--- config.mk ---
export PLATFORM = sky130hd
export DESIGN_NAME = eeprom_ctrl_top
export DESIGN_NICKNAME = d
export VERILOG_FILES = /design/src/hw/eeprom_pkg.sv /design/src/hw/twi_bit_engine.sv /design/src/hw/eeprom_txn_seq.sv /design/src/hw/eeprom_ctrl_top.sv
export SDC_FILE = /design/constraint.sdc
export NUM_CORES = 1
export LEC_CHECK = 0
export BUFFER_PORTS_ARGS = -buffer_cell sky130_fd_sc_hd__buf_4
export CAP_MARGIN = 10
export CORE_MARGIN = 5
export CORE_UTILIZATION = 60
export CTS_CLUSTER_DIAMETER = 120
export DETAILED_ROUTE_END_ITERATION = 16
export PLACE_DENSITY_LB_ADDON = 0.12
export SYNTH_ARGS = -nofsm -noshare
export SYNTH_HDL_FRONTEND = slang
export SYNTH_SLANG_ARGS = --single-unit
--- constraint.sdc ---
create_clock -name CLK -period 2.95 [get_ports CLK]
set_clock_uncertainty 0.2 [all_clocks]
set_input_delay 0.59 -clock CLK [delete_from_list [all_inputs] [get_ports CLK]]
set_output_delay 0.59 -clock CLK [all_outputs]
set_load 0.03 [all_outputs]
--- src/hw/eeprom_pkg.sv ---
`default_nettype none

package eeprom_pkg;

    typedef logic [10:0] mem_addr_t;  // byte address, 2048 locations
    typedef logic [7:0]  mem_data_t;
    typedef logic [3:0]  dev_id_t;    // top nibble of the control byte

    localparam dev_id_t DEFAULT_DEV_ID = 4'b1010;

    // a start issued while the bus is held becomes a repeated start
    typedef enum logic [1:0]
    {
        CMD_START,
        CMD_STOP,
        CMD_WRITE,
        CMD_READ
    } bus_cmd_t;

    typedef enum logic [3:0]
    {
        TXN_IDLE,
        TXN_START,
        TXN_CTRL_WR,
        TXN_ADDR,
        TXN_DATA,
        TXN_RESTART,
        TXN_CTRL_RD,
        TXN_READ,
        TXN_STOP
    } txn_state_t;

endpackage

`default_nettype wire

--- src/hw/twi_bit_engine.sv ---
`timescale 1ns/1ps
`default_nettype none

module twi_bit_engine
(
    input  wire                        CLK,
    input  wire                        RESET,
    input  wire eeprom_pkg::bus_cmd_t  cmd,
    input  wire                        cmd_valid,
    input  wire eeprom_pkg::mem_data_t tx_byte,
    input  wire                        sda_in,
    output logic                       cmd_done,
    output eeprom_pkg::mem_data_t      rx_byte,
    output logic                       scl,
    output logic                       sda_out,
    output logic                       sda_oe
);

    typedef enum logic [2:0]
    {
        ENG_IDLE,
        ENG_START_RISE,
        ENG_START_FALL,
        ENG_START_END,
        ENG_BIT_HIGH,
        ENG_BIT_LOW,
        ENG_STOP_RISE,
        ENG_STOP_END
    } eng_state_t;

    eng_state_t            state;
    logic                  scl_q;    // level scl takes at the next falling CLK edge
    logic                  rd_mode;
    logic [2:0]            bit_cnt;
    eeprom_pkg::mem_data_t tx_sr;
    eeprom_pkg::mem_data_t rx_sr;

    assign rx_byte = rx_sr;

    // scl lags the data line by half a CLK cycle,
    // so data always settles in the middle of a low phase
    always_ff @(negedge CLK)
    begin
        if (RESET)
            scl <= 1'b1;
        else
            scl <= scl_q;
    end

    always_ff @(posedge CLK)
    begin
        if (RESET)
        begin
            state    <= ENG_IDLE;
            scl_q    <= 1'b1;
            sda_out  <= 1'b1;
            sda_oe   <= 1'b0;
            rd_mode  <= 1'b0;
            bit_cnt  <= '0;
            cmd_done <= 1'b0;
        end
        else
        begin
            cmd_done <= 1'b0;
            case (state)
                ENG_IDLE:
                begin
                    if (cmd_valid)
                    begin
                        case (cmd)
                            eeprom_pkg::CMD_START:
                            begin
                                sda_oe <= 1'b0;  // line floats high while scl is low
                                state  <= ENG_START_RISE;
                            end
                            eeprom_pkg::CMD_STOP:
                            begin
                                sda_oe  <= 1'b1;
                                sda_out <= 1'b0;
                                state   <= ENG_STOP_RISE;
                            end
                            default:
                            begin
                                rd_mode <= (cmd == eeprom_pkg::CMD_READ);
                                bit_cnt <= '0;
                                state   <= ENG_BIT_HIGH;
                            end
                        endcase
                    end
                end
                ENG_START_RISE:
                begin
                    scl_q <= 1'b1;
                    state <= ENG_START_FALL;
                end
                ENG_START_FALL:
                begin
                    sda_oe  <= 1'b1;  // data falls with scl high
                    sda_out <= 1'b0;
                    state   <= ENG_START_END;
                end
                ENG_START_END:
                begin
                    scl_q    <= 1'b0;
                    cmd_done <= 1'b1;
                    state    <= ENG_IDLE;
                end
                ENG_BIT_HIGH:
                begin
                    scl_q <= 1'b1;
                    if (rd_mode)
                    begin
                        sda_oe <= 1'b0;
                    end
                    else
                    begin
                        sda_oe  <= 1'b1;
                        sda_out <= tx_sr[7];  // msb first
                    end
                    state <= ENG_BIT_LOW;
                end
                ENG_BIT_LOW:
                begin
                    scl_q <= 1'b0;
                    if (bit_cnt == 3'd7)
                    begin
                        cmd_done <= 1'b1;
                        state    <= ENG_IDLE;
                    end
                    else
                    begin
                        bit_cnt <= bit_cnt + 3'd1;
                        state   <= ENG_BIT_HIGH;
                    end
                end
                ENG_STOP_RISE:
                begin
                    scl_q <= 1'b1;
                    state <= ENG_STOP_END;
                end
                ENG_STOP_END:
                begin
                    sda_oe   <= 1'b0;  // pull-up raises data, scl stays high
                    cmd_done <= 1'b1;
                    state    <= ENG_IDLE;
                end
                default:
                    state <= ENG_IDLE;
            endcase
        end
    end

    // scl is high in BIT_LOW, so that is where the sample is taken
    always_ff @(posedge CLK)
    begin
        if (state == ENG_IDLE && cmd_valid)
            tx_sr <= tx_byte;
        else if (state == ENG_BIT_LOW && !rd_mode)
            tx_sr <= {tx_sr[6:0], 1'b0};

        if (state == ENG_BIT_LOW && rd_mode)
            rx_sr <= {rx_sr[6:0], sda_in};
    end

endmodule

`default_nettype wire

--- src/hw/eeprom_txn_seq.sv ---
`timescale 1ns/1ps
`default_nettype none

module eeprom_txn_seq
#(
    parameter eeprom_pkg::dev_id_t DEV_ID = eeprom_pkg::DEFAULT_DEV_ID
)
(
    input  wire                         CLK,
    input  wire                         RESET,
    input  wire                         wr_req,
    input  wire                         rd_req,
    input  wire eeprom_pkg::mem_addr_t  addr,
    input  wire eeprom_pkg::mem_data_t  wr_data,
    input  wire                         cmd_done,
    input  wire eeprom_pkg::mem_data_t  rx_byte,
    output logic                        busy,
    output logic                        done,
    output eeprom_pkg::mem_data_t       rd_data,
    output eeprom_pkg::bus_cmd_t        cmd,
    output logic                        cmd_valid,
    output eeprom_pkg::mem_data_t       tx_byte
);

    eeprom_pkg::txn_state_t state;
    eeprom_pkg::txn_state_t state_nxt;
    logic                   is_rd;
    eeprom_pkg::mem_addr_t  addr_q;
    eeprom_pkg::mem_data_t  data_q;

    assign busy = (state != eeprom_pkg::TXN_IDLE);

    // successor of each step once the engine reports cmd_done
    always_comb
    begin
        case (state)
            eeprom_pkg::TXN_START:   state_nxt = eeprom_pkg::TXN_CTRL_WR;
            eeprom_pkg::TXN_CTRL_WR: state_nxt = eeprom_pkg::TXN_ADDR;
            eeprom_pkg::TXN_ADDR:
            begin
                if (is_rd)
                    state_nxt = eeprom_pkg::TXN_RESTART;
                else
                    state_nxt = eeprom_pkg::TXN_DATA;
            end
            eeprom_pkg::TXN_DATA:    state_nxt = eeprom_pkg::TXN_STOP;
            eeprom_pkg::TXN_RESTART: state_nxt = eeprom_pkg::TXN_CTRL_RD;
            eeprom_pkg::TXN_CTRL_RD: state_nxt = eeprom_pkg::TXN_READ;
            eeprom_pkg::TXN_READ:    state_nxt = eeprom_pkg::TXN_STOP;
            default:                 state_nxt = eeprom_pkg::TXN_IDLE;
        endcase
    end

    // one engine command per state, held steady for the whole step
    always_comb
    begin
        case (state)
            eeprom_pkg::TXN_START,
            eeprom_pkg::TXN_RESTART: cmd = eeprom_pkg::CMD_START;
            eeprom_pkg::TXN_READ:    cmd = eeprom_pkg::CMD_READ;
            eeprom_pkg::TXN_CTRL_WR,
            eeprom_pkg::TXN_ADDR,
            eeprom_pkg::TXN_DATA,
            eeprom_pkg::TXN_CTRL_RD: cmd = eeprom_pkg::CMD_WRITE;
            default:                 cmd = eeprom_pkg::CMD_STOP;
        endcase
    end

    always_comb
    begin
        case (state)
            eeprom_pkg::TXN_CTRL_WR: tx_byte = {DEV_ID, addr_q[10:8], 1'b0};
            eeprom_pkg::TXN_CTRL_RD: tx_byte = {DEV_ID, addr_q[10:8], 1'b1};
            eeprom_pkg::TXN_ADDR:    tx_byte = addr_q[7:0];  // low address byte
            default:                 tx_byte = data_q;
        endcase
    end

    always_ff @(posedge CLK)
    begin
        if (RESET)
        begin
            state     <= eeprom_pkg::TXN_IDLE;
            is_rd     <= 1'b0;
            cmd_valid <= 1'b0;
            done      <= 1'b0;
        end
        else
        begin
            cmd_valid <= 1'b0;
            done      <= 1'b0;
            if (state == eeprom_pkg::TXN_IDLE)
            begin
                if (wr_req || rd_req)
                begin
                    is_rd     <= rd_req && !wr_req;  // write wins a tie
                    cmd_valid <= 1'b1;
                    state     <= eeprom_pkg::TXN_START;
                end
            end
            else if (cmd_done)
            begin
                state <= state_nxt;
                if (state == eeprom_pkg::TXN_STOP)
                    done <= 1'b1;
                else
                    cmd_valid <= 1'b1;
            end
        end
    end

    always_ff @(posedge CLK)
    begin
        if (state == eeprom_pkg::TXN_IDLE && (wr_req || rd_req))
        begin
            addr_q <= addr;
            data_q <= wr_data;
        end

        // engine keeps the received byte through the stop
        if (state == eeprom_pkg::TXN_STOP && cmd_done && is_rd)
            rd_data <= rx_byte;
    end

endmodule

`default_nettype wire

--- src/hw/eeprom_ctrl_top.sv ---
`timescale 1ns/1ps
`default_nettype none

// sequencer walks eeprom_pkg::txn_state_t, one bus command per step
module eeprom_ctrl_top
#(
    parameter eeprom_pkg::dev_id_t DEV_ID = eeprom_pkg::DEFAULT_DEV_ID
)
(
    input  wire                         CLK,
    input  wire                         RESET,
    input  wire                         wr_req,
    input  wire                         rd_req,
    input  wire eeprom_pkg::mem_addr_t  addr,
    input  wire eeprom_pkg::mem_data_t  wr_data,
    output logic                        busy,
    output logic                        done,
    output eeprom_pkg::mem_data_t       rd_data,
    output logic                        scl,
    output logic                        sda_out,
    output logic                        sda_oe,
    input  wire                         sda_in
);

    eeprom_pkg::bus_cmd_t  cmd;
    logic                  cmd_valid;
    logic                  cmd_done;
    eeprom_pkg::mem_data_t tx_byte;
    eeprom_pkg::mem_data_t rx_byte;

    eeprom_txn_seq
    #(
        .DEV_ID (DEV_ID)
    )
    seq_i
    (
        .CLK       (CLK),
        .RESET     (RESET),
        .wr_req    (wr_req),
        .rd_req    (rd_req),
        .addr      (addr),
        .wr_data   (wr_data),
        .cmd_done  (cmd_done),
        .rx_byte   (rx_byte),
        .busy      (busy),
        .done      (done),
        .rd_data   (rd_data),
        .cmd       (cmd),
        .cmd_valid (cmd_valid),
        .tx_byte   (tx_byte)
    );

    twi_bit_engine engine_i
    (
        .CLK       (CLK),
        .RESET     (RESET),
        .cmd       (cmd),
        .cmd_valid (cmd_valid),
        .tx_byte   (tx_byte),
        .sda_in    (sda_in),
        .cmd_done  (cmd_done),
        .rx_byte   (rx_byte),
        .scl       (scl),
        .sda_out   (sda_out),
        .sda_oe    (sda_oe)
    );

endmodule

`default_nettype wire

==> summary.md <==
| Metric | Value |
|---|---|
| Min-Delay Path Class | input pin to flop |
| Yosys top cell by area | edfxtp_1 |
| Design Area, Final | 3087 sq um |
| Vias | 1,792 |
| Hold Crit Endpoint | seq_i.addr_q[5] |
| Clk slew on worst S/H paths | 0.07 ns |
| Vert. Die Dim | 75.99 um |
| Top-area cell type share of the netlist area | 49.43% |
| CP max-delay cell | dfxtp_2 |
| CP Buf/Inv Count | 1 |
| Antenna violations before repair | 0 |
| Post-synth top flop | edfxtp_1 |
| Die width | 75.99 um |
| Status | complete, but fails checks |
| Worst reg2reg path endpoint | engine_i.scl |
| R2R Setup Slk | 0.59 ns |
| Cell variety after synth | 45 |
| Final Wtd Congestion | 0.7366 |
| Number of DRC markers in iteration 0 | 97 |
| Nets@finish | 284 |
| Total power draw | 2116 uW |
| Syn_nets | 249 |
| Static Leak | 0.001148 uW |
| Routed met2 length | 2498 um |
| Total GRT Usage | 17.86% |
| Sinks on Clock Net | 62 |
| Reg2reg path depth | 1 |
| Syn Area/Cell | 11.72 sq um |
| Final setup viols | 1 |
| Crit path kind | flop to output port |
| WHS Path Cells | 1 |
| Remaining Overflow, GRT | 0 |
| Critical-path cell list | buf_6 |
| MaxCap Viol Count | 0 |
| CTS Buffer Depth | 2 |
| Flops & latches, synth | 62 |
| Final instance count without filler cells | 315 |
| Router iterations before antenna repair | 4 |
| Area delta synth->final | 18.15% |
| Largest net degree at the start of global routing | 21 |
| Worst-Margin Slew | 0.6656 ns |
| Top sig layer | met4 |
| Filler instances | 294 |
| M1 WL | 1950 um |
| Initial core utilization | 60.84% |
| First-pass GRT wire length | 8093 um |
| EDFF count, synth | 43 |
| Post-synth ARST share | 0% |
| Met3 wire length | 257 um |
| Worst r2r src | engine_i.scl_q |
| I/O Buffers | 36 |
| Slew Limit Fails | 0 |
| Dominant cells by area after synthesis | edfxtp_1 (49%), dfxtp_1 (15%), nor3_1 (3.1%), nor2_1 (3.0%), nor2b_1 (2.4%) |
| Placed Cells | 299 |
| CP Capture Type | output port |
| Cells after synthesis | 223 |
| CTS tree | done |
| Wirelength per Cell | 15.22 um |
| IO Count | 37 |
| # DRC | 0 |
| Final Hold Fails | 0 |
| Setup_tns | -0.1391 ns |
| Hold_sp | addr[5] |
| Post-CTS Setup Repair Bufs | 0 |
| Failing checks | setup timing |
| Clock Tree Root | clkbuf_8 |
| Ant diodes | 0 |
| Core area | 4294 sq um |
| CP peak stage delay | 0.33 ns |
| Number of global-route vias before repair | 1,718 |
| RSZ-0062 raised after global routing | yes |
| Num rows | 24 |
| CP Data Required Time | 2.16 ns |
| Synth warnings | 0 |
| Die area | 5774 sq um |
| WP data arrival | 2.30 ns |
| Rel. slew slack | 55.46% |
| Crit path launch type | flop |
| Worst vdd ir | 383.8 uV |
| Post-synthesis sequential area ratio | 63.98% |
| CTS H-tree depth | 3 |
| Dpl hpwl | 3265 um |
| Crit path max fanout | 1 |
| Layout cells sized above 1 | 22.43% |
| Post-Place Cell Area | 2898 sq um |
| Post-route setup slack | -0.1391 ns |
| Worst-Skew Late Latency | 0.33 ns |
| CTS Buf Count | 9 |
| Synthesized cell area | 2613 sq um |
| Core Util, Final | 71.88% |
| CP top delay family | flip-flops |
| Detailed Route WL | 4795 um |
| Antenna viol nets, final | 0 |
| Pwr Density | 685.7 nW/um^2 |
| Vias/cell | 5.689 |
per-stage QoR:
step	hold WS, ns	worst slack [ns]
after detailed placement	0.2364	0.1866
after floorplan	0.2003	0.1345
after global placement	0.2124	0.1888
after global routing	0.1934	-0.1911
after CTS	0.2089	-0.1583
final	0.2252	-0.1391
placed cells by master (no fill, tap or decap), drive strengths merged, types with 5 or more instances in the layout:
master,n
edfxtp,43
inv,7
dfxtp,19
nor2b,10
clkbuf,11
nand2,16
a21oi,11
a211oi,5
nand2b,5
nor3,16
o21ai,10
buf,39
nor2,21
per-layer routing:
layer,track usage [%],up-vias
li1,-,892
met4,8.007,0
met5,0,-
met1,21.39,849
met2,28.60,43
met3,6.619,8
cell families (layout without fill, tap and decap cells):
group / count (synthesis) / after routing / synth area share, %
AOI/OAI and AO/OA: 51 / 51 / 13.84
xor gates and xnor gates: 1 / 1 / 0.3353
adders and majority gates: 2 / 2 / 0.9577
buffers and inverters: 22 / 62 / 3.783
DFF: 62 / 62 / 63.98
muxes: 1 / 1 / 0.3832
and+or+nand+nor: 84 / 84 / 16.71
layout make-up:
cell class / instances / area (sq um) / area share [%]
clock buffers: 11 / 131.4 / 4.256
clock inverters: 6 / 56.30 / 1.824
inverters: 6 / 22.52 / 0.7296
multi-input cells: 139 / 842.1 / 27.28
flip-flops and latches: 62 / 1673 / 54.20
well taps: 52 / 65.06 / 2.108
repair buffers: 39 / 296.5 / 9.607
power by group:
part | leakage [uW] | total [uW] | internal (uW) | switching, uW
Clock | 0.0000946 | 707 | 387 | 320
Combinational | 0.000494 | 308 | 140 | 169
Sequential | 0.000559 | 1100 | 1020 | 76.4
synth_stat cells (all sizes together), types with 4 or more instances:
library cell and number:
edfxtp 43, nor2 21, dfxtp 19, nand2 16, nor3 16, a21oi 11, clkbuf 11, nor2b 10
o21ai 10, inv 7, a211oi 5, nand2b 5, buf 4
what timing repair did:
item / CTS / global route
resized for setup: 2 / 0
pin swaps: 0 / 0
setup endpoints to repair: 1 / 1
hold buffers: 0 / 0
sequential cells by signal (all words and copies together), names as in the netlist:
| signal | flops |
|---|---|
| seq_i.addr_q | 11 |
| engine_i.rx_byte | 8 |
| engine_i.tx_sr | 8 |
| seq_i.data_q | 8 |
| seq_i.rd_data | 8 |
| seq_i.state | 4 |
| engine_i.bit_cnt | 3 |
| engine_i.state | 3 |
| engine_i.cmd_done | 1 |
| engine_i.rd_mode | 1 |
| engine_i.scl | 1 |
| engine_i.scl_q | 1 |
| engine_i.sda_oe | 1 |
| engine_i.sda_out | 1 |
| seq_i.cmd_valid | 1 |
| seq_i.done | 1 |
| seq_i.is_rd | 1 |
how the worst max path moves through the flow:
| stage | cells past startpoint | end | slack, ns | startpoint |
|---|---|---|---|---|
| detailed placement | 2 | engine_i.scl | 0.19 | RESET |
| CTS | 1 | scl | -0.16 | engine_i.scl |
| finish | 1 | scl | -0.14 | engine_i.scl |
| global placement | 2 | engine_i.scl | 0.19 | RESET |
| floorplan | 2 | engine_i.scl | 0.13 | RESET |
| global route | 1 | scl | -0.19 | engine_i.scl |
Note: power is estimated with default switching activity, not from simulation.
